`config.mk`:
```
export PLATFORM = sky130hd
export DESIGN_NAME = uart_tx_flat
export DESIGN_NICKNAME = d
export VERILOG_FILES = /design/src/soc_pkg.sv /design/src/mem_bus_if.sv /design/src/uart_tx.sv /design/src/flat_wrapper.sv
export SDC_FILE = /design/constraint.sdc
export NUM_CORES = 1
export LEC_CHECK = 0
export BUFFER_PORTS_ARGS = -buffer_cell sky130_fd_sc_hd__buf_2
export CORE_ASPECT_RATIO = 1.75
export CORE_UTILIZATION = 38
export DETAILED_ROUTE_END_ITERATION = 10
export PLACE_DENSITY = 0.94
export SETUP_SLACK_MARGIN = 0.1
export SYNTH_ARGS = -nofsm -noshare
export SYNTH_HDL_FRONTEND = slang
export SYNTH_SLANG_ARGS = --single-unit
```
`constraint.sdc`:
```
create_clock -name clk_rv -period 2.6 [get_ports clk_rv]
set_clock_uncertainty 0.05 [all_clocks]
set_input_delay 0.13 -clock clk_rv [delete_from_list [all_inputs] [get_ports clk_rv]]
set_output_delay 0.13 -clock clk_rv [all_outputs]
set_load 0.005 [all_outputs]
```
`src/soc_pkg.sv`:
```
package soc_pkg;

    // ----------------------------------------------------------
    // Bus widths
    // ----------------------------------------------------------
    localparam int addr_width = 32;
    localparam int data_width = 32;
    localparam int strb_width = 4;

    // ----------------------------------------------------------
    // Address map
    // ----------------------------------------------------------
    localparam logic [addr_width-1:0] gpio_base = 32'h0300_0000;
    localparam int gpio_size = 256;
    localparam logic [addr_width-1:0] uart_addr = 32'h0300_0100;
    localparam logic [addr_width-1:0] ram_base = 32'h0E00_0000;
    localparam int ram_size = 4096;
    localparam int ram_words = ram_size / strb_width;
    localparam int ram_index_width = $clog2(ram_words);

    // Returned for unmapped regions and the write-only serial port
    localparam logic [data_width-1:0] unmapped_rdata = '1;

    localparam int delay_sel_width = 5;

    // Timing
    localparam int reset_hold_cycles = 16;
    localparam int reset_cnt_width = $clog2(reset_hold_cycles);
    localparam logic [reset_cnt_width-1:0] reset_cnt_last =
        reset_cnt_width'(reset_hold_cycles - 1);
    localparam int uart_clks_per_bit = 8;
    localparam int uart_cnt_width = $clog2(uart_clks_per_bit);
    localparam logic [uart_cnt_width-1:0] uart_cnt_last =
        uart_cnt_width'(uart_clks_per_bit - 1);

    typedef enum logic [1:0] {
        region_none,
        region_gpio,
        region_uart,
        region_ram
    } bus_region_e;

    // Word index within the GPIO block from address bits 5:2
    typedef enum logic [3:0] {
        reg_delay_sel = 4'd0,
        reg_leds      = 4'd1,
        reg_spi_cs    = 4'd3,
        reg_spi_clk   = 4'd4,
        reg_spi_mosi  = 4'd5,
        reg_spi_miso  = 4'd6,
        reg_usb_rst   = 4'd7
    } gpio_reg_e;

    typedef enum logic [1:0] {
        idle,
        start,
        data,
        stop
    } uart_state_e;

    function automatic bus_region_e addr_region(input logic [addr_width-1:0] addr);
        bus_region_e region;
        region = region_none;
        if (addr == uart_addr) begin
            region = region_uart;
        end else if (addr >= gpio_base && addr < gpio_base + gpio_size) begin
            region = region_gpio;
        end else if (addr >= ram_base && addr < ram_base + ram_size) begin
            region = region_ram;
        end
        return region;
    endfunction

endpackage

```
`src/mem_bus_if.sv`:
```
`timescale 1ns/1ps

// One decoder-to-target link of the memory bus
interface mem_bus_if;

    logic                              sel;
    logic [soc_pkg::addr_width-1:0]    addr;
    logic [soc_pkg::data_width-1:0]    wdata;
    logic [soc_pkg::strb_width-1:0]    wstrb;
    logic [soc_pkg::data_width-1:0]    rdata;
    logic                              ready;

    modport host (
        output sel,
        output addr,
        output wdata,
        output wstrb,
        input  rdata,
        input  ready
    );

    modport target (
        input  sel,
        input  addr,
        input  wdata,
        input  wstrb,
        output rdata,
        output ready
    );

endinterface

```
`src/uart_tx.sv`:
```
`timescale 1ns/1ps

module uart_tx (
    input  logic       clk_rv,
    input  logic       core_rst_n,
    mem_bus_if.target  bus,
    output logic       uart_txd
);

    soc_pkg::uart_state_e                state;
    logic [soc_pkg::uart_cnt_width-1:0]  baud_cnt;
    logic [2:0]                          bit_idx;
    logic [7:0]                          shift;
    logic                                bit_done;
    logic                                accept;

    assign bit_done  = (baud_cnt == soc_pkg::uart_cnt_last);
    // Only taken while idle, so a write during a frame waits here
    assign accept    = (state == soc_pkg::idle) && bus.sel && !bus.ready;
    assign bus.rdata = soc_pkg::unmapped_rdata;

    always_ff @(posedge clk_rv) begin
        if (!core_rst_n) begin
            state     <= soc_pkg::idle;
            baud_cnt  <= '0;
            bit_idx   <= '0;
            bus.ready <= 1'b0;
        end else begin
            bus.ready <= accept;
            if (state == soc_pkg::idle || bit_done) begin
                baud_cnt <= '0;
            end else begin
                baud_cnt <= baud_cnt + 1'b1;
            end
            case (state)
                soc_pkg::idle: begin
                    if (accept && |bus.wstrb) begin
                        state <= soc_pkg::start;
                    end
                end
                soc_pkg::start: begin
                    if (bit_done) begin
                        state   <= soc_pkg::data;
                        bit_idx <= '0;
                    end
                end
                soc_pkg::data: begin
                    if (bit_done) begin
                        bit_idx <= bit_idx + 1'b1;
                        if (bit_idx == 3'd7) begin
                            state <= soc_pkg::stop;
                        end
                    end
                end
                soc_pkg::stop: begin
                    if (bit_done) begin
                        state <= soc_pkg::idle;
                    end
                end
                default: state <= soc_pkg::idle;
            endcase
        end
    end

    // LSB goes out first
    always_ff @(posedge clk_rv) begin
        if (accept) begin
            shift <= bus.wdata[7:0];
        end else if (state == soc_pkg::data && bit_done) begin
            shift <= shift >> 1;
        end
    end

    always_comb begin
        case (state)
            soc_pkg::start: uart_txd = 1'b0;
            soc_pkg::data:  uart_txd = shift[0];
            default:        uart_txd = 1'b1;
        endcase
    end

endmodule
```
`src/flat_wrapper.sv`:
```
// flat-port wrapper written by rule: the top's interface ports become plain ports
module uart_tx_flat 
  (clk_rv, core_rst_n, uart_txd, bus_sel, bus_addr, bus_wdata, bus_wstrb, bus_rdata, bus_ready);
  mem_bus_if bus_i ();
  input  logic clk_rv;
  input  logic core_rst_n;
  output logic uart_txd;
  input wire logic [$bits(bus_i.sel)-1:0] bus_sel;
  input wire logic [$bits(bus_i.addr)-1:0] bus_addr;
  input wire logic [$bits(bus_i.wdata)-1:0] bus_wdata;
  input wire logic [$bits(bus_i.wstrb)-1:0] bus_wstrb;
  output wire logic [$bits(bus_i.rdata)-1:0] bus_rdata;
  output wire logic [$bits(bus_i.ready)-1:0] bus_ready;
  assign bus_i.sel = bus_sel;
  assign bus_i.addr = bus_addr;
  assign bus_i.wdata = bus_wdata;
  assign bus_i.wstrb = bus_wstrb;
  assign bus_rdata = bus_i.rdata;
  assign bus_ready = bus_i.ready;
  uart_tx u_core (.clk_rv(clk_rv), .core_rst_n(core_rst_n), .bus(bus_i), .uart_txd(uart_txd));
endmodule
```
==> metrics.yaml <==
final_layout:
  final_common_cell: "conb_1"
  layout-drive-gt1-share: 0.231
  design_area_um2: 1080
  area_delta_synth_final_pct: 2.26
  fin_cells: 147
  diodes: 0
  fillers: 253
  final_cell_mix: "32 x conb_1, 16 x buf_2, 9 x dfxtp_1"
  num-nets-final: 201
timing:
  worst_slack_ns: 0.653
  tns_ns: 0
  fmax_mhz: 514
  rsz0062_at_grt: "false"
  finalCritPeriodShare: 0.749
  finalMaxSlewViolations: 0
  hold_ws_ns: 0.109
  finalHoldViolations: 0
  final-setup-viol-count: 0
  layout_min_cycle_time_ns: 1.95
min_path:
  min_path_type: "in -> reg"
  min_from: "core_rst_n"
  hold_path_depth: 3
  min_to: "u_core.state[1]"
placed_design:
  port_buffers: 16
  post-place-ws_ns: 0.627
  placed_cells: 143
  dp_hpwl_mm: 1.12
  place_congestion: 0.732
  dpl-instance-area_um2: 1030
power_and_ir_drop:
  netSwitchingFraction: 0.317
  power_frac_clock: 0.222
  seqPwrFrac: 0.439
  combPwrFrac: 0.339
  leakagePower_nw: 0.516
  p_int_uw: 614
  power.switching_uw: 285
  ir_drop_mv: 0.495
  powerDensity_nw_per_um2: 835
synthesis:
  ys_types: 24
  ys_seq_elements: 17
  synth.avg_cell_area_um2: 10.0
  ys_warn_count: 0
  netlist_instances: 105
  netlist_area_um2: 1050
  ys_seq_area_frac: 0.399
  async_flop_share: 0
  synth_edf_count: 8
  ys.flop_type: "dfxtp_1"
cts:
  cts.sinks: 17
  cts.htree.levels: 1
  clock_latency_ns: 0.26
  ctsResizeCount: 0
  clk_path_buf_depth: 2
  cts_root_buffer: "clkbuf_8"
  tritoncts: "done"
  cts-buffers-inserted: 3
  clkTransAtPathRegs_ns: 0.06
  hold_buffers: 0
  cts_setup_buffers: 0
critical_path:
  arrival_ns: 2.08
  worstPathRequired_ns: 2.74
  critPathBufInv: 1
  crit_fanout: 11
  max_stage_delay_ns: 0.37
  crit_type: "reg -> reg"
  r2r_start: "u_core.state[0]"
  cp_cell_sequence: "inv_1 -> ha_1 -> nand3b_1 -> o21a_1 -> a211oi_2 -> mux2i_1"
  slowest_stage: "nand3b_1"
  r2r_end: "u_core.state[1]"
  crit_family: "compound AO/OA/AOI/OAI gates"
  cp-start-kind: "flop"
  startpoint: "u_core.state[0]"
  cp-end-kind: "flop"
  reg2reg_depth: 6
  r2r_setup_slack_ns: 0.65
floorplanning:
  io_pins: 105
  dieArea_um2: 3000
  core_area_um2: 2550
  fp.dieH_um: 71.7
  rows: 24
  initial_core_util: 0.413
  die_w_um: 41.8
drt:
  drtIter0Drc: 11
  drc_errors: 0
  finalWirelength_mm: 1.41
  ant_nets: 0
  detail_route.wl_per_cell_um: 9.59
  firstDrtPassIters: 2
  vias: 657
  viasPerCell: 4.47
outcome:
  status: "completed"
global_routing:
  grt.total_usage: 0.101
  grt_overflow: 0
  grt_max_degree: 12
  antenna_found_initial: 0
  grt_pass1_wl_mm: 2.19
  grt_pass1_vias: 567
flow_run:
  maxCapViolCount: 0
==> power by group through the flow <==
stage / Clock, mW / Combinational, mW / Sequential, mW
after CTS: 0.205 / 0.310 / 0.395
after floorplan: 0 / 0.279 / 0.391
after detailed placement: 0 / 0.309 / 0.400
after global routing: 0.225 / 0.338 / 0.402
after global placement: 0 / 0.301 / 0.397
final: 0.199 / 0.305 / 0.394
==> cells in the mapped netlist (3+ instances only) <==
master / instances / area (um2)
edfxtp_1: 8 / 240
nor2_1: 7 / 26.3
nand2_1: 7 / 26.3
a21oi_1: 3 / 15.0
inv_1: 4 / 15.0
mux2_2: 7 / 78.8
ha_1: 8 / 100
dfxtp_1: 9 / 180
buf_4: 32 / 240
==> worst min-delay path, stage by stage <==
cell     delay (ns)
buf_2          0.12
nand2_1        0.06
mux2i_1        0.05
==> final cells by class <==
cell class / count / area, um2 / share of cell area
clock buffer: 3 / 41.3 / 0.0383
clock inverter: 1 / 7.51 / 0.00697
inverter: 4 / 15.0 / 0.0139
multi-input combinational: 80 / 480 / 0.446
sequential: 17 / 420 / 0.390
tap: 26 / 32.5 / 0.0302
timing repair buffer: 16 / 80.1 / 0.0743
==> logic make-up after synthesis <==
| logic type | synth area share |
|---|---|
| muxes | 0.0843 |
| adders and majority gates | 0.0950 |
| other | 0.00356 |
| DFF | 0.399 |
| buffers and inverters | 0.255 |
| and+or+nand+nor | 0.102 |
| AOI/OAI and AO/OA | 0.0606 |
==> stage by stage <==
stage           util  power (mW)
2_1_floorplan      -       0.671
6_report       0.422       0.899
3_3_place_gp   0.403       0.699
4_1_cts        0.422       0.910
3_5_place_dp   0.403       0.709
5_1_grt        0.422       0.965
==> worst max-delay path by stage <==
stage	slack, ns	cells past startpoint	end
floorplan	1.01	5	u_core.shift[0]
global placement	0.66	6	u_core.state[1]
detailed placement	0.63	6	u_core.state[1]
CTS	0.61	6	u_core.state[1]
global route	0.49	6	u_core.state[1]
finish	0.65	6	u_core.state[1]
==> sequential cells by signal, indices dropped and copies added (netlist names) <==
register	flops
u_core.state	2
u_core.bus.ready	1
u_core.baud_cnt	3
u_core.bit_idx	3
u_core.shift	8
==> metal layers <==
layer	wire length [um]	vias up	global-route usage
li1	-	321	-
met1	524	286	0.0935
met2	686	45	0.175
met3	145	5	0.0202
met4	54	0	0.0968
met5	0	-	0
Power figures use the tool's default switching activity.
