File: src/soc_pkg.sv
package soc_pkg;

    // ----------------------------------------------------------
    // Bus widths
    // ----------------------------------------------------------
    localparam int addr_width = 32;
    localparam int data_width = 32;
    localparam int strb_width = 4;

    // ----------------------------------------------------------
    // Address map
    // ----------------------------------------------------------
    localparam logic [addr_width-1:0] gpio_base = 32'h0300_0000;
    localparam int gpio_size = 256;
    localparam logic [addr_width-1:0] uart_addr = 32'h0300_0100;
    localparam logic [addr_width-1:0] ram_base = 32'h0E00_0000;
    localparam int ram_size = 4096;
    localparam int ram_words = ram_size / strb_width;
    localparam int ram_index_width = $clog2(ram_words);

    // Returned for unmapped regions and the write-only serial port
    localparam logic [data_width-1:0] unmapped_rdata = '1;

    localparam int delay_sel_width = 5;

    // Timing
    localparam int reset_hold_cycles = 16;
    localparam int reset_cnt_width = $clog2(reset_hold_cycles);
    localparam logic [reset_cnt_width-1:0] reset_cnt_last =
        reset_cnt_width'(reset_hold_cycles - 1);
    localparam int uart_clks_per_bit = 8;
    localparam int uart_cnt_width = $clog2(uart_clks_per_bit);
    localparam logic [uart_cnt_width-1:0] uart_cnt_last =
        uart_cnt_width'(uart_clks_per_bit - 1);

    typedef enum logic [1:0] {
        region_none,
        region_gpio,
        region_uart,
        region_ram
    } bus_region_e;

    // Word index within the GPIO block from address bits 5:2
    typedef enum logic [3:0] {
        reg_delay_sel = 4'd0,
        reg_leds      = 4'd1,
        reg_spi_cs    = 4'd3,
        reg_spi_clk   = 4'd4,
        reg_spi_mosi  = 4'd5,
        reg_spi_miso  = 4'd6,
        reg_usb_rst   = 4'd7
    } gpio_reg_e;

    typedef enum logic [1:0] {
        idle,
        start,
        data,
        stop
    } uart_state_e;

    function automatic bus_region_e addr_region(input logic [addr_width-1:0] addr);
        bus_region_e region;
        region = region_none;
        if (addr == uart_addr) begin
            region = region_uart;
        end else if (addr >= gpio_base && addr < gpio_base + gpio_size) begin
            region = region_gpio;
        end else if (addr >= ram_base && addr < ram_base + ram_size) begin
            region = region_ram;
        end
        return region;
    endfunction

endpackage

File: src/mem_bus_if.sv
`timescale 1ns/1ps

// One decoder-to-target link of the memory bus
interface mem_bus_if;

    logic                              sel;
    logic [soc_pkg::addr_width-1:0]    addr;
    logic [soc_pkg::data_width-1:0]    wdata;
    logic [soc_pkg::strb_width-1:0]    wstrb;
    logic [soc_pkg::data_width-1:0]    rdata;
    logic                              ready;

    modport host (
        output sel,
        output addr,
        output wdata,
        output wstrb,
        input  rdata,
        input  ready
    );

    modport target (
        input  sel,
        input  addr,
        input  wdata,
        input  wstrb,
        output rdata,
        output ready
    );

endinterface

File: src/gpio_regs.sv
`timescale 1ns/1ps

module gpio_regs (
    input  logic                                clk_rv,
    input  logic                                core_rst_n,
    mem_bus_if.target                           bus,
    input  logic [soc_pkg::delay_sel_width-1:0] delay_sel_det,
    input  logic                                spi_miso,
    output logic                                led_red_n,
    output logic                                led_green_n,
    output logic                                led_blue_n,
    output logic                                spi_cs_n,
    output logic                                spi_sck,
    output logic                                spi_mosi,
    output logic                                usb_rst_n,
    output logic [soc_pkg::delay_sel_width-1:0] delay_sel
);

    logic                           led_red;
    logic                           led_green;
    logic                           led_blue;
    logic                           access;
    logic                           is_write;
    soc_pkg::gpio_reg_e             reg_idx;
    logic [soc_pkg::data_width-1:0] read_mux;

    assign access   = bus.sel && !bus.ready;
    assign is_write = |bus.wstrb;
    assign reg_idx  = soc_pkg::gpio_reg_e'(bus.addr[5:2]);

    // ----------------------------------------------------------
    // Register writes
    // ----------------------------------------------------------
    always_ff @(posedge clk_rv) begin
        if (!core_rst_n) begin
            bus.ready <= 1'b0;
            delay_sel <= delay_sel_det;
            led_red   <= 1'b0;
            led_green <= 1'b0;
            led_blue  <= 1'b0;
            spi_cs_n  <= 1'b1;
            spi_sck   <= 1'b0;
            spi_mosi  <= 1'b0;
            usb_rst_n <= 1'b0;
        end else begin
            bus.ready <= access;
            if (access && is_write) begin
                case (reg_idx)
                    soc_pkg::reg_delay_sel: delay_sel <= bus.wdata[soc_pkg::delay_sel_width-1:0];
                    soc_pkg::reg_leds: begin
                        led_red   <= bus.wdata[2];
                        led_green <= bus.wdata[1];
                        led_blue  <= bus.wdata[0];
                    end
                    soc_pkg::reg_spi_cs:   spi_cs_n  <= bus.wdata[0];
                    soc_pkg::reg_spi_clk:  spi_sck   <= bus.wdata[0];
                    soc_pkg::reg_spi_mosi: spi_mosi  <= bus.wdata[0];
                    soc_pkg::reg_usb_rst:  usb_rst_n <= bus.wdata[0];
                    default: ;
                endcase
            end
        end
    end

    // ----------------------------------------------------------
    // Read-back
    // ----------------------------------------------------------
    always_comb begin
        read_mux = '0;
        case (reg_idx)
            soc_pkg::reg_delay_sel: read_mux[soc_pkg::delay_sel_width-1:0] = delay_sel;
            soc_pkg::reg_leds:      read_mux[2:0] = {led_red, led_green, led_blue};
            soc_pkg::reg_spi_miso:  read_mux[0] = spi_miso;
            default: ;
        endcase
    end

    always_ff @(posedge clk_rv) begin
        if (access) begin
            bus.rdata <= read_mux;
        end
    end

    // Board LEDs are lit by a low pin
    assign led_red_n   = ~led_red;
    assign led_green_n = ~led_green;
    assign led_blue_n  = ~led_blue;

endmodule

File: src/flat_wrapper.sv
// flat-port wrapper written by rule: the top's interface ports become plain ports
module gpio_regs_flat 
  (clk_rv, core_rst_n, delay_sel_det, spi_miso, led_red_n, led_green_n, led_blue_n, spi_cs_n, spi_sck, spi_mosi, usb_rst_n, delay_sel, bus_sel, bus_addr, bus_wdata, bus_wstrb, bus_rdata, bus_ready);
  mem_bus_if bus_i ();
  input  logic clk_rv;
  input  logic core_rst_n;
  input  logic [soc_pkg::delay_sel_width-1:0] delay_sel_det;
  input  logic spi_miso;
  output logic led_red_n;
  output logic led_green_n;
  output logic led_blue_n;
  output logic spi_cs_n;
  output logic spi_sck;
  output logic spi_mosi;
  output logic usb_rst_n;
  output logic [soc_pkg::delay_sel_width-1:0] delay_sel;
  input wire logic [$bits(bus_i.sel)-1:0] bus_sel;
  input wire logic [$bits(bus_i.addr)-1:0] bus_addr;
  input wire logic [$bits(bus_i.wdata)-1:0] bus_wdata;
  input wire logic [$bits(bus_i.wstrb)-1:0] bus_wstrb;
  output wire logic [$bits(bus_i.rdata)-1:0] bus_rdata;
  output wire logic [$bits(bus_i.ready)-1:0] bus_ready;
  assign bus_i.sel = bus_sel;
  assign bus_i.addr = bus_addr;
  assign bus_i.wdata = bus_wdata;
  assign bus_i.wstrb = bus_wstrb;
  assign bus_rdata = bus_i.rdata;
  assign bus_ready = bus_i.ready;
  gpio_regs u_core (.clk_rv(clk_rv), .core_rst_n(core_rst_n), .bus(bus_i), .delay_sel_det(delay_sel_det), .spi_miso(spi_miso), .led_red_n(led_red_n), .led_green_n(led_green_n), .led_blue_n(led_blue_n), .spi_cs_n(spi_cs_n), .spi_sck(spi_sck), .spi_mosi(spi_mosi), .usb_rst_n(usb_rst_n), .delay_sel(delay_sel));
endmodule
File: config.mk
export PLATFORM = sky130hd
export DESIGN_NAME = gpio_regs_flat
export DESIGN_NICKNAME = d
export VERILOG_FILES = /design/src/soc_pkg.sv /design/src/mem_bus_if.sv /design/src/gpio_regs.sv /design/src/flat_wrapper.sv
export SDC_FILE = /design/constraint.sdc
export NUM_CORES = 1
export LEC_CHECK = 0
export ABC_AREA = 1
export ABC_CLOCK_PERIOD_IN_PS = 1800
export BUFFER_PORTS_ARGS = -buffer_cell sky130_fd_sc_hd__buf_4
export CORE_AREA = 2 2 77 49
export DETAILED_ROUTE_END_ITERATION = 10
export DIE_AREA = 0 0 79 51
export HOLD_SLACK_MARGIN = 0.08
export PLACE_DENSITY = 0.77
export SYNTH_ARGS = -nofsm -noshare
export SYNTH_HDL_FRONTEND = slang
export SYNTH_SLANG_ARGS = --single-unit
File: constraint.sdc
create_clock -name clk_rv -period 1.8 [get_ports clk_rv]
set_clock_uncertainty 0.2 [all_clocks]
set_input_delay 0.36 -clock clk_rv [delete_from_list [all_inputs] [get_ports clk_rv]]
set_output_delay 0.36 -clock clk_rv [all_outputs]
set_load 0.01 [all_outputs]
==> reports/metrics.csv <==
stage;metric;value;unit
clock_tree;H-tree depth;1;
sta;Final min period;1440;ps
logic_synthesis;syn_area_per_cell;7.85;um2
drt;First-pass DRT Iterations;4;
power_and_ir_drop;Overall Power;927;uW
setup_path;CP Depth;1;
clock_tree;clock slew at reported path FFs;70;ps
logic_synthesis;synth warn;0;
drt;Initial DRC Count;49;
min_path;worst hold path class;in2reg;
flow_run;Max Cap Viol;0;
logic_synthesis;sequential area share after synthesis;42.2;%
sta;Final Setup Violations;0;
clock_tree;cts hold-fix bufs;0;
power_and_ir_drop;PwrDens;655;nW/um2
place;Post-DP HPWL;1850;um
sta;Fin. Hold Viols;0;
final_layout;post-route cell area;1420;um2
logic_synthesis;Synth top area share;27.5;%
floorplanning;Die ar.;4030;um2
logic_synthesis;Yosys top cell by area;edfxtp_1;
setup_path;slowest stage delay, CP;450;ps
place;GP Congestion;0.809;
floorplanning;Die Wd;79;um
logic_synthesis;Yosys reg bits;18;
final_layout;Top Registers;u_core.bus.rdata x5, u_core.delay_sel x5;
final_layout;fin nets;263;
place;DP Area;1370;um2
final_layout;fraction of layout cells with a size suffix above 1;28.1;%
setup_path;CP Launch Type;register;
global_routing;total gr overflow;0;
setup_path;CP endpoint kind;output pin;
logic_synthesis;mapped cell area;1090;um2
global_routing;initial antenna violation count;0;
final_layout;Area growth syn-to-layout;29.8;%
global_routing;vias in the first global route;875;
power_and_ir_drop;Leak;0.688;nW
clock_tree;CTS Sinks;18;
clock_tree;Max Root-Sink Buffers;2;
clock_tree;post-CTS setup buffers;0;
logic_synthesis;count of cell types in the netlist;19;
sta;Fin Setup TNS;0;ps
place;IO buf count;39;
setup_path;CP max stage cell;dfxtp_1;
setup_path;CP Cell Sequence;buf_4;
sta;post-route clock period utilization;79.8;%
global_routing;GR Util All Layers;12.1;%
floorplanning;FP Rows;17;
clock_tree;TritonCTS Buffers;3;
logic_synthesis;top cells by area, synth;edfxtp_1, buf_4, dfxtp_1;
setup_path;CP bufs+invs;1;
drt;post-route ant nets;0;
setup_path;worst endpoint required time;1240;ps
logic_synthesis;Syn Inst Count;139;
drt;WL/cell;9.67;um
sta;Fmax;696;MHz
floorplanning;Initial Util;31.7;%
power_and_ir_drop;Max VDD drop;0.000267;V
drt;post-route DRC violation count;0;
setup_path;crit path kind;reg2out;
final_layout;ANT cells;0;
run_status;outcome;finished clean;
setup_path;worst r2r path cells;4;
floorplanning;io pins;122;
drt;Via Count;947;
floorplanning;Die Y;51;um
drt;Vias per Instance;4.08;
clock_tree;CTS tree;done;
global_routing;pin count of the biggest net entering global routing;14;
floorplanning;Placeable Area;3450;um2
setup_path;Top delay family on crit path;flip-flops;
clock_tree;root buf cell;clkbuf_8;
min_path;worst hold stages;3;
sta;RSZ-0062 raised after global routing;no;
drt;DRT Wirelength;2240;um
setup_path;Max FO, Critical Path;3;
clock_tree;Worst-Skew Late Latency;250;ps
clock_tree;cts repair resizes;0;
global_routing;first-pass GRT wire length;3670;um
setup_path;worst path arrival time;880;ps
sta;Final Max Slew Viols;0;
layout make-up:
type / instances / area (um2)
Timing Repair Buffer: 44 / 330
Fill cell: 360 / 2030
Inverter: 16 / 60.1
Sequential cell: 18 / 460
Clock buffer: 3 / 41.3
Tap cell: 47 / 58.8
Multi-Input combinational cell: 103 / 462
Clock inverter: 1 / 3.75
where the power goes:
group	leakage, nW	switching (mW)	internal, mW
sequential	0.165	0.00988	0.454
clock	0.0231	0.135	0.152
combinational	0.499	0.102	0.0751
logic make-up (layout without fill, tap and decap cells):
| group | Yosys count | count (layout) | share of synthesized area, % |
|---|---|---|---|
| AND/OR/NAND/NOR | 69 | 69 | 29.6 |
| buffers and inverters | 44 | 64 | 24.4 |
| other | 1 | 27 | 0.344 |
| AO/OA/AOI/OAI | 7 | 7 | 3.44 |
| flip-flops | 18 | 18 | 42.2 |
cells in the final DEF (no fill, tap or decap):
master,n
o21ai_0,5
nor2_1,26
edfxtp_1,10
nand4_1,8
o211ai_1,1
clkbuf_8,3
nor2_8,1
nor2_4,1
nand3_1,5
nand2_1,24
buf_4,44
clkinv_1,1
nand2_4,1
nand2_2,1
conb_1,27
nor3_1,1
dfxtp_1,8
nor2_2,1
o21ai_1,1
inv_1,16
metal layers:
metal / global-route usage [%] / vias to the layer above / wire length (um)
met4: 4.89 / 0 / 33
met3: 5.30 / 5 / 215
met1: 14.7 / 421 / 992
met2: 18.9 / 42 / 1000
met5: 0 / - / 0
li1: - / 479 / -
path summary, 6_finish.rpt:
| path | slack, ps | to | start |
|---|---|---|---|
| worst max-delay path | 360 | bus_ready | u_core.bus.ready$_SDFF_PN0_ |
| worst min-delay path | 170 | u_core.delay_sel[3]$_DFFE_PP_ | delay_sel_det[3] |
| worst max register to register | 390 | u_core.delay_sel[2]$_DFFE_PP_ | u_core.bus.ready$_SDFF_PN0_ |
| worst min register to register | 270 | u_core.spi_cs_n$_SDFFE_PN1P_ | u_core.spi_cs_n$_SDFFE_PN1P_ |
cells in the mapped netlist:
master / n
nand2_2: 1
nand2_4: 1
o21ai_0: 5
nor3_1: 1
inv_1: 16
nand3_1: 5
o211ai_1: 1
nor2_4: 1
edfxtp_1: 10
nor2_1: 26
conb_1: 1
nor2_2: 1
clkbuf_1: 1
o21ai_1: 1
buf_4: 27
dfxtp_1: 8
nand2_1: 24
nor2_8: 1
nand4_1: 8
through the flow:
stage	std cells	hold WS [ps]	setup WS [ps]	util, %
6_report	232	168	364	41.1
5_1_grt	232	170	233	41.1
4_1_cts	232	158	345	41.1
3_5_place_dp	228	251	99.9	39.8
3_3_place_gp	228	244	101	39.8
2_1_floorplan	165	255	202	-
worst register-to-register path, delay by kind of cell, from the launching register on:
family,cells,cell delay [ps]
compound gates,1,180
flops,1,370
simple gates,2,220
buf+inv,1,150
(Power assumes the default switching activity.)
