[config.mk]
export PLATFORM = sky130hd
export DESIGN_NAME = bus_decoder_flat
export DESIGN_NICKNAME = d
export VERILOG_FILES = /design/src/soc_pkg.sv /design/src/mem_bus_if.sv /design/src/bus_decoder.sv /design/src/flat_wrapper.sv
export SDC_FILE = /design/constraint.sdc
export NUM_CORES = 1
export LEC_CHECK = 0
export BUFFER_PORTS_ARGS = -buffer_cell sky130_fd_sc_hd__buf_2
export CORE_AREA = 2 2 173 175
export DETAILED_ROUTE_END_ITERATION = 8
export DIE_AREA = 0 0 175 177
export GPL_TIMING_DRIVEN = 0
export REMOVE_ABC_BUFFERS = 1
export SLEW_MARGIN = 15
export SYNTH_ARGS = -nofsm -noshare
export SYNTH_HDL_FRONTEND = slang
export SYNTH_SLANG_ARGS = --single-unit
[constraint.sdc]
create_clock -name clk_rv -period 2.27 [get_ports clk_rv]
set_clock_uncertainty 0.15 [all_clocks]
set_input_delay 0 -clock clk_rv [delete_from_list [all_inputs] [get_ports clk_rv]]
set_output_delay 0 -clock clk_rv [all_outputs]
set_load 0.005 [all_outputs]
[src/soc_pkg.sv]
package soc_pkg;

    // ----------------------------------------------------------
    // Bus widths
    // ----------------------------------------------------------
    localparam int addr_width = 32;
    localparam int data_width = 32;
    localparam int strb_width = 4;

    // ----------------------------------------------------------
    // Address map
    // ----------------------------------------------------------
    localparam logic [addr_width-1:0] gpio_base = 32'h0300_0000;
    localparam int gpio_size = 256;
    localparam logic [addr_width-1:0] uart_addr = 32'h0300_0100;
    localparam logic [addr_width-1:0] ram_base = 32'h0E00_0000;
    localparam int ram_size = 4096;
    localparam int ram_words = ram_size / strb_width;
    localparam int ram_index_width = $clog2(ram_words);

    // Returned for unmapped regions and the write-only serial port
    localparam logic [data_width-1:0] unmapped_rdata = '1;

    localparam int delay_sel_width = 5;

    // Timing
    localparam int reset_hold_cycles = 16;
    localparam int reset_cnt_width = $clog2(reset_hold_cycles);
    localparam logic [reset_cnt_width-1:0] reset_cnt_last =
        reset_cnt_width'(reset_hold_cycles - 1);
    localparam int uart_clks_per_bit = 8;
    localparam int uart_cnt_width = $clog2(uart_clks_per_bit);
    localparam logic [uart_cnt_width-1:0] uart_cnt_last =
        uart_cnt_width'(uart_clks_per_bit - 1);

    typedef enum logic [1:0] {
        region_none,
        region_gpio,
        region_uart,
        region_ram
    } bus_region_e;

    // Word index within the GPIO block from address bits 5:2
    typedef enum logic [3:0] {
        reg_delay_sel = 4'd0,
        reg_leds      = 4'd1,
        reg_spi_cs    = 4'd3,
        reg_spi_clk   = 4'd4,
        reg_spi_mosi  = 4'd5,
        reg_spi_miso  = 4'd6,
        reg_usb_rst   = 4'd7
    } gpio_reg_e;

    typedef enum logic [1:0] {
        idle,
        start,
        data,
        stop
    } uart_state_e;

    function automatic bus_region_e addr_region(input logic [addr_width-1:0] addr);
        bus_region_e region;
        region = region_none;
        if (addr == uart_addr) begin
            region = region_uart;
        end else if (addr >= gpio_base && addr < gpio_base + gpio_size) begin
            region = region_gpio;
        end else if (addr >= ram_base && addr < ram_base + ram_size) begin
            region = region_ram;
        end
        return region;
    endfunction

endpackage

[src/mem_bus_if.sv]
`timescale 1ns/1ps

// One decoder-to-target link of the memory bus
interface mem_bus_if;

    logic                              sel;
    logic [soc_pkg::addr_width-1:0]    addr;
    logic [soc_pkg::data_width-1:0]    wdata;
    logic [soc_pkg::strb_width-1:0]    wstrb;
    logic [soc_pkg::data_width-1:0]    rdata;
    logic                              ready;

    modport host (
        output sel,
        output addr,
        output wdata,
        output wstrb,
        input  rdata,
        input  ready
    );

    modport target (
        input  sel,
        input  addr,
        input  wdata,
        input  wstrb,
        output rdata,
        output ready
    );

endinterface

[src/bus_decoder.sv]
`timescale 1ns/1ps

module bus_decoder (
    input  logic                           clk_rv,
    input  logic                           core_rst_n,
    input  logic                           mem_valid,
    input  logic [soc_pkg::addr_width-1:0] mem_addr,
    input  logic [soc_pkg::addr_width-1:0] mem_la_addr,
    input  logic [soc_pkg::data_width-1:0] mem_wdata,
    input  logic [soc_pkg::strb_width-1:0] mem_wstrb,
    output logic                           mem_ready,
    output logic [soc_pkg::data_width-1:0] mem_rdata,
    output logic                           bus_irq,
    mem_bus_if.host                        ram_bus,
    mem_bus_if.host                        gpio_bus,
    mem_bus_if.host                        uart_bus
);

    soc_pkg::bus_region_e region_q;
    logic                 valid_q;
    logic                 none_ready;

    // ----------------------------------------------------------
    // Look-ahead decode
    // ----------------------------------------------------------
    // Region is taken from the look-ahead address while the bus is
    // idle and held for the whole access
    always_ff @(posedge clk_rv) begin
        if (!core_rst_n) begin
            region_q <= soc_pkg::region_none;
        end else if (!mem_valid) begin
            region_q <= soc_pkg::addr_region(mem_la_addr);
        end
    end

    assign ram_bus.sel    = mem_valid && (region_q == soc_pkg::region_ram);
    assign ram_bus.addr   = mem_addr;
    assign ram_bus.wdata  = mem_wdata;
    assign ram_bus.wstrb  = mem_wstrb;

    assign gpio_bus.sel   = mem_valid && (region_q == soc_pkg::region_gpio);
    assign gpio_bus.addr  = mem_addr;
    assign gpio_bus.wdata = mem_wdata;
    assign gpio_bus.wstrb = mem_wstrb;

    assign uart_bus.sel   = mem_valid && (region_q == soc_pkg::region_uart);
    assign uart_bus.addr  = mem_addr;
    assign uart_bus.wdata = mem_wdata;
    assign uart_bus.wstrb = mem_wstrb;

    // ----------------------------------------------------------
    // Response merge and bus error
    // ----------------------------------------------------------
    always_ff @(posedge clk_rv) begin
        if (!core_rst_n) begin
            valid_q    <= 1'b0;
            none_ready <= 1'b0;
            bus_irq    <= 1'b0;
        end else begin
            valid_q    <= mem_valid;
            // Unmapped accesses still complete one cycle later
            none_ready <= mem_valid && (region_q == soc_pkg::region_none) && !none_ready;
            // Sticky until the next reset
            if (mem_valid && !valid_q && (region_q == soc_pkg::region_none)) begin
                bus_irq <= 1'b1;
            end
        end
    end

    assign mem_ready = ram_bus.ready | gpio_bus.ready | uart_bus.ready | none_ready;

    always_comb begin
        case (region_q)
            soc_pkg::region_ram:  mem_rdata = ram_bus.rdata;
            soc_pkg::region_gpio: mem_rdata = gpio_bus.rdata;
            soc_pkg::region_uart: mem_rdata = uart_bus.rdata;
            default:              mem_rdata = soc_pkg::unmapped_rdata;
        endcase
    end

endmodule

[src/flat_wrapper.sv]
// flat-port wrapper written by rule: the top's interface ports become plain ports
module bus_decoder_flat 
  (clk_rv, core_rst_n, mem_valid, mem_addr, mem_la_addr, mem_wdata, mem_wstrb, mem_ready, mem_rdata, bus_irq, ram_bus_sel, ram_bus_addr, ram_bus_wdata, ram_bus_wstrb, ram_bus_rdata, ram_bus_ready, gpio_bus_sel, gpio_bus_addr, gpio_bus_wdata, gpio_bus_wstrb, gpio_bus_rdata, gpio_bus_ready, uart_bus_sel, uart_bus_addr, uart_bus_wdata, uart_bus_wstrb, uart_bus_rdata, uart_bus_ready);
  mem_bus_if ram_bus_i ();
  mem_bus_if gpio_bus_i ();
  mem_bus_if uart_bus_i ();
  input  logic clk_rv;
  input  logic core_rst_n;
  input  logic mem_valid;
  input  logic [soc_pkg::addr_width-1:0] mem_addr;
  input  logic [soc_pkg::addr_width-1:0] mem_la_addr;
  input  logic [soc_pkg::data_width-1:0] mem_wdata;
  input  logic [soc_pkg::strb_width-1:0] mem_wstrb;
  output logic mem_ready;
  output logic [soc_pkg::data_width-1:0] mem_rdata;
  output logic bus_irq;
  output wire logic [$bits(ram_bus_i.sel)-1:0] ram_bus_sel;
  output wire logic [$bits(ram_bus_i.addr)-1:0] ram_bus_addr;
  output wire logic [$bits(ram_bus_i.wdata)-1:0] ram_bus_wdata;
  output wire logic [$bits(ram_bus_i.wstrb)-1:0] ram_bus_wstrb;
  input wire logic [$bits(ram_bus_i.rdata)-1:0] ram_bus_rdata;
  input wire logic [$bits(ram_bus_i.ready)-1:0] ram_bus_ready;
  output wire logic [$bits(gpio_bus_i.sel)-1:0] gpio_bus_sel;
  output wire logic [$bits(gpio_bus_i.addr)-1:0] gpio_bus_addr;
  output wire logic [$bits(gpio_bus_i.wdata)-1:0] gpio_bus_wdata;
  output wire logic [$bits(gpio_bus_i.wstrb)-1:0] gpio_bus_wstrb;
  input wire logic [$bits(gpio_bus_i.rdata)-1:0] gpio_bus_rdata;
  input wire logic [$bits(gpio_bus_i.ready)-1:0] gpio_bus_ready;
  output wire logic [$bits(uart_bus_i.sel)-1:0] uart_bus_sel;
  output wire logic [$bits(uart_bus_i.addr)-1:0] uart_bus_addr;
  output wire logic [$bits(uart_bus_i.wdata)-1:0] uart_bus_wdata;
  output wire logic [$bits(uart_bus_i.wstrb)-1:0] uart_bus_wstrb;
  input wire logic [$bits(uart_bus_i.rdata)-1:0] uart_bus_rdata;
  input wire logic [$bits(uart_bus_i.ready)-1:0] uart_bus_ready;
  assign ram_bus_sel = ram_bus_i.sel;
  assign ram_bus_addr = ram_bus_i.addr;
  assign ram_bus_wdata = ram_bus_i.wdata;
  assign ram_bus_wstrb = ram_bus_i.wstrb;
  assign ram_bus_i.rdata = ram_bus_rdata;
  assign ram_bus_i.ready = ram_bus_ready;
  assign gpio_bus_sel = gpio_bus_i.sel;
  assign gpio_bus_addr = gpio_bus_i.addr;
  assign gpio_bus_wdata = gpio_bus_i.wdata;
  assign gpio_bus_wstrb = gpio_bus_i.wstrb;
  assign gpio_bus_i.rdata = gpio_bus_rdata;
  assign gpio_bus_i.ready = gpio_bus_ready;
  assign uart_bus_sel = uart_bus_i.sel;
  assign uart_bus_addr = uart_bus_i.addr;
  assign uart_bus_wdata = uart_bus_i.wdata;
  assign uart_bus_wstrb = uart_bus_i.wstrb;
  assign uart_bus_i.rdata = uart_bus_rdata;
  assign uart_bus_i.ready = uart_bus_ready;
  bus_decoder u_core (.clk_rv(clk_rv), .core_rst_n(core_rst_n), .mem_valid(mem_valid), .mem_addr(mem_addr), .mem_la_addr(mem_la_addr), .mem_wdata(mem_wdata), .mem_wstrb(mem_wstrb), .mem_ready(mem_ready), .mem_rdata(mem_rdata), .bus_irq(bus_irq), .ram_bus(ram_bus_i), .gpio_bus(gpio_bus_i), .uart_bus(uart_bus_i));
endmodule
==> impl_metrics.py <==
metrics = {
    "status": {
        "status": "finished, final reports clean",
    },
    "sta": {
        "hold_slack_ps": 29.72,
        "hold_viol": 0,
        "maxSlewViolCount": 0,
        "fmax_ghz": 0.4719,
        "min_period_ps": 2119,
        "tightest_slew_ps": 860.4,
        "rsz0062_at_grt": "no",
        "setup_violations": 0,
        "max_slew_margin_pct": 42.45,
        "finalCritPeriodShare_pct": 93.36,
    },
    "floorplanning": {
        "dieArea_sq_um": 30980,
        "placementRows": 63,
        "pin_count": 443,
        "dieHeight_um": 177,
        "die_w_um": 175,
        "coreArea_sq_um": 29240,
        "start_util_pct": 8.553,
    },
    "clock_tree": {
        "cts_made_buffers": 3,
        "cts_root_buffer": "clkbuf_16",
        "ctsLongestPathBuffers": 2,
        "clk_pin_slew_worst_paths_ps": 30,
        "insertion_delay_ps": 230,
        "h-tree-depth": 1,
        "cts_tree": "built",
        "clock-sinks": 5,
    },
    "yosys": {
        "synth-compound-area-share_pct": 7.854,
        "synthSimpleGateAreaFrac_pct": 11.41,
        "postSynthCellCount": 344,
        "synth.distinct_cells": 27,
        "ys_seq_area_share_pct": 4.002,
        "synthAdderAreaFrac_pct": 0,
        "synth_top_family_by_area": "buffers and inverters",
        "post_synth_instance_area_sq_um": 2501,
        "synth.avg_cell_area_sq_um": 7.271,
        "synth_xor_area_share_pct": 0,
        "synthMuxAreaShare_pct": 12.81,
        "ys_warn_count": 0,
        "synth-seq-cells": 5,
    },
    "hold_path": {
        "whs_endpoint": "u_core.region_q[0]$_SDFFE_PN0N_",
        "holdPathStages": 4,
        "min_from": "mem_la_addr[27]",
        "hold_class": "input pin to flip-flop",
    },
    "cells_and_area": {
        "multi_input_area_sq_um": 804.5,
        "area_growth_syn_to_layout_pct": 25.26,
        "layout.nets": 582,
        "fin_cells": 772,
        "drive_gt1_share_pct": 48.55,
        "regArea_sq_um": 105.1,
        "nFillCells": 3417,
        "final_area_sq_um": 3133,
        "final_common_cell": "buf_2",
        "final_cell_mix": "buf_2, dlygate4sd3_1, nor2_1",
    },
    "pwr": {
        "leakagePower_nw": 1.232,
        "combPwrFrac_pct": 59.4,
        "pwr-share-seq_pct": 9.8,
        "p_per_area_nw_per_um2": 299.0,
        "clkPwrFrac_pct": 30.7,
        "p_int_uw": 503.9,
        "p_sw_share_pct": 46.21,
        "power_switching_uw": 432.9,
        "peakVddDrop_mv": 0.4358,
    },
    "drt": {
        "ant_nets": 0,
        "wl_per_cell_um": 37.10,
        "vias": 2629,
        "viasPerCell": 3.405,
        "dr.pass1.iters": 5,
        "drc": 0,
        "first_iter_violations": 254,
        "routed_wl_um": 28640,
    },
    "critical_path": {
        "setup.worst_path.start_class": "flip-flop",
        "r2r_cells": 2,
        "timing.rr.start": "u_core.region_q[1]$_SDFFE_PN0N_",
        "required_ps": 2120,
        "critical_path_arrival_ps": 1970,
        "crit_fanout": 25,
        "crit_type": "flip-flop to primary output",
        "rrSetupSlack_ps": 710,
        "crit_path_end_kind": "primary output",
        "timing.rr.end": "u_core.region_q[1]$_SDFFE_PN0N_",
    },
    "run": {
        "cap_violations": 0,
    },
    "placed_design": {
        "dp.cells": 691,
        "hpwl_um": 24160,
        "place_area_sq_um": 2296,
        "numPortBuffers": 170,
        "gp_congestion": 0.7108,
    },
    "global_route": {
        "antenna_found_initial": 4,
        "track_usage_pct": 17.12,
        "grt_overflow": 0,
        "grt_start_max_net_pins": 40,
        "grt_pass1_vias": 2201,
        "grt_first_pass_wirelength_um": 32370,
    },
}
==> synth_stat cells <==
master | number | area [sq um]
nand4_1 | 1 | 6.260
nand3b_1 | 1 | 7.510
nand2_1 | 2 | 7.510
buf_2 | 6 | 30.03
and3b_2 | 1 | 10.01
nor2_1 | 35 | 131.4
buf_6 | 2 | 22.52
o21a_1 | 1 | 7.510
nor4b_1 | 5 | 43.79
nor3_1 | 1 | 5.000
nand2b_1 | 1 | 6.260
or4_1 | 1 | 7.510
nor4_2 | 1 | 12.51
and2_2 | 1 | 7.510
buf_4 | 205 | 1539
o21ai_0 | 2 | 10.01
nand3_1 | 1 | 5.000
nor4_1 | 2 | 12.51
a22o_1 | 1 | 8.760
a21oi_1 | 32 | 160.2
nor4b_2 | 1 | 15.01
buf_1 | 1 | 3.750
clkbuf_1 | 1 | 3.750
and3_2 | 1 | 7.510
a32o_1 | 1 | 10.01
dfxtp_1 | 5 | 100.1
mux2i_1 | 32 | 320.3
==> metrics by stage <==
step | worst slack (ps) | TNS [ps] | power [mW] | util (%)
6_report | 150.7 | 0 | 0.9367 | 10.71
5_1_grt | 49.05 | 0 | 0.9521 | 10.69
4_1_cts | 50.39 | 0 | 0.9285 | 10.62
3_5_place_dp | 292.9 | 0 | 0.2529 | 7.851
3_3_place_gp | -2074 | -67000 | 0.2518 | 7.663
2_1_floorplan | -386.7 | -12370 | 0.1213 | -
==> state kept, by name, indices dropped and copies added (netlist names) <==
register and cells:
u_core.valid_q 1, u_core.region_q 2, u_core.bus_irq 1, u_core.none_ready 1
==> cell families (layout without fill, tap and decap cells) <==
group | after synthesis | after routing
buffers and inverters | 215 | 250
AND/OR/NAND/NOR | 55 | 55
AO/OA/AOI/OAI | 37 | 37
multiplexers | 32 | 32
flip-flops | 5 | 5
other | 0 | 3
==> cell type report <==
type / count / area share [%]
multi-input combinational: 124 / 25.68
tap: 390 / 15.58
clock buffer: 4 / 2.516
sequential: 5 / 3.355
antenna: 3 / 0.2396
timing repair buffer: 246 / 52.64
==> per-layer routing <==
layer,track usage [%],up-vias,wire length [um]
met3,14.15,55,5381
met2,29.02,352,13560
li1,-,1001,-
met1,15.31,1207,8433
met4,4.410,14,913
met5,4.647,-,353
==> worst max path at each step <==
stage,startpoint,endpoint,slack [ps],cells after the start
floorplan,u_core.region_q[0]$_SDFFE_PN0N_,mem_rdata[0],-390,3
global placement,u_core.region_q[0]$_SDFFE_PN0N_,mem_rdata[2],-2070,4
global route,u_core.region_q[1]$_SDFFE_PN0N_,mem_rdata[7],50,6
finish,u_core.region_q[1]$_SDFFE_PN0N_,mem_rdata[7],150,6
CTS,u_core.region_q[0]$_SDFFE_PN0N_,mem_rdata[3],50,5
detailed placement,u_core.region_q[0]$_SDFFE_PN0N_,mem_rdata[3],290,5
==> timing repair <==
item,4_1_cts,5_1_grt
setup endpoints to repair,0,18
setup buffers,0,1
endpoints found under the hold margin,208,0
resized for setup,0,0
hold buffers,73,0
==> worst max-delay path, cell delays in order (launching register included) <==
cell,delay [ps]
dfxtp_2,580
buf_12,240
nand2b_2,360
buf_16,220
nor2_1,60
a21oi_1,130
buf_2,140
==> power by group through the flow <==
| stage | Clock, mW | Combinational, mW | Sequential, mW |
|---|---|---|---|
| final | 0.288 | 0.557 | 0.0922 |
| after global routing | 0.298 | 0.562 | 0.0927 |
| after CTS | 0.291 | 0.545 | 0.0923 |
| after detailed placement | 0 | 0.159 | 0.0936 |
| after global placement | 0 | 0.157 | 0.0946 |
| after floorplan | 0 | 0.0268 | 0.0945 |
Power figures use the tool's default switching activity.
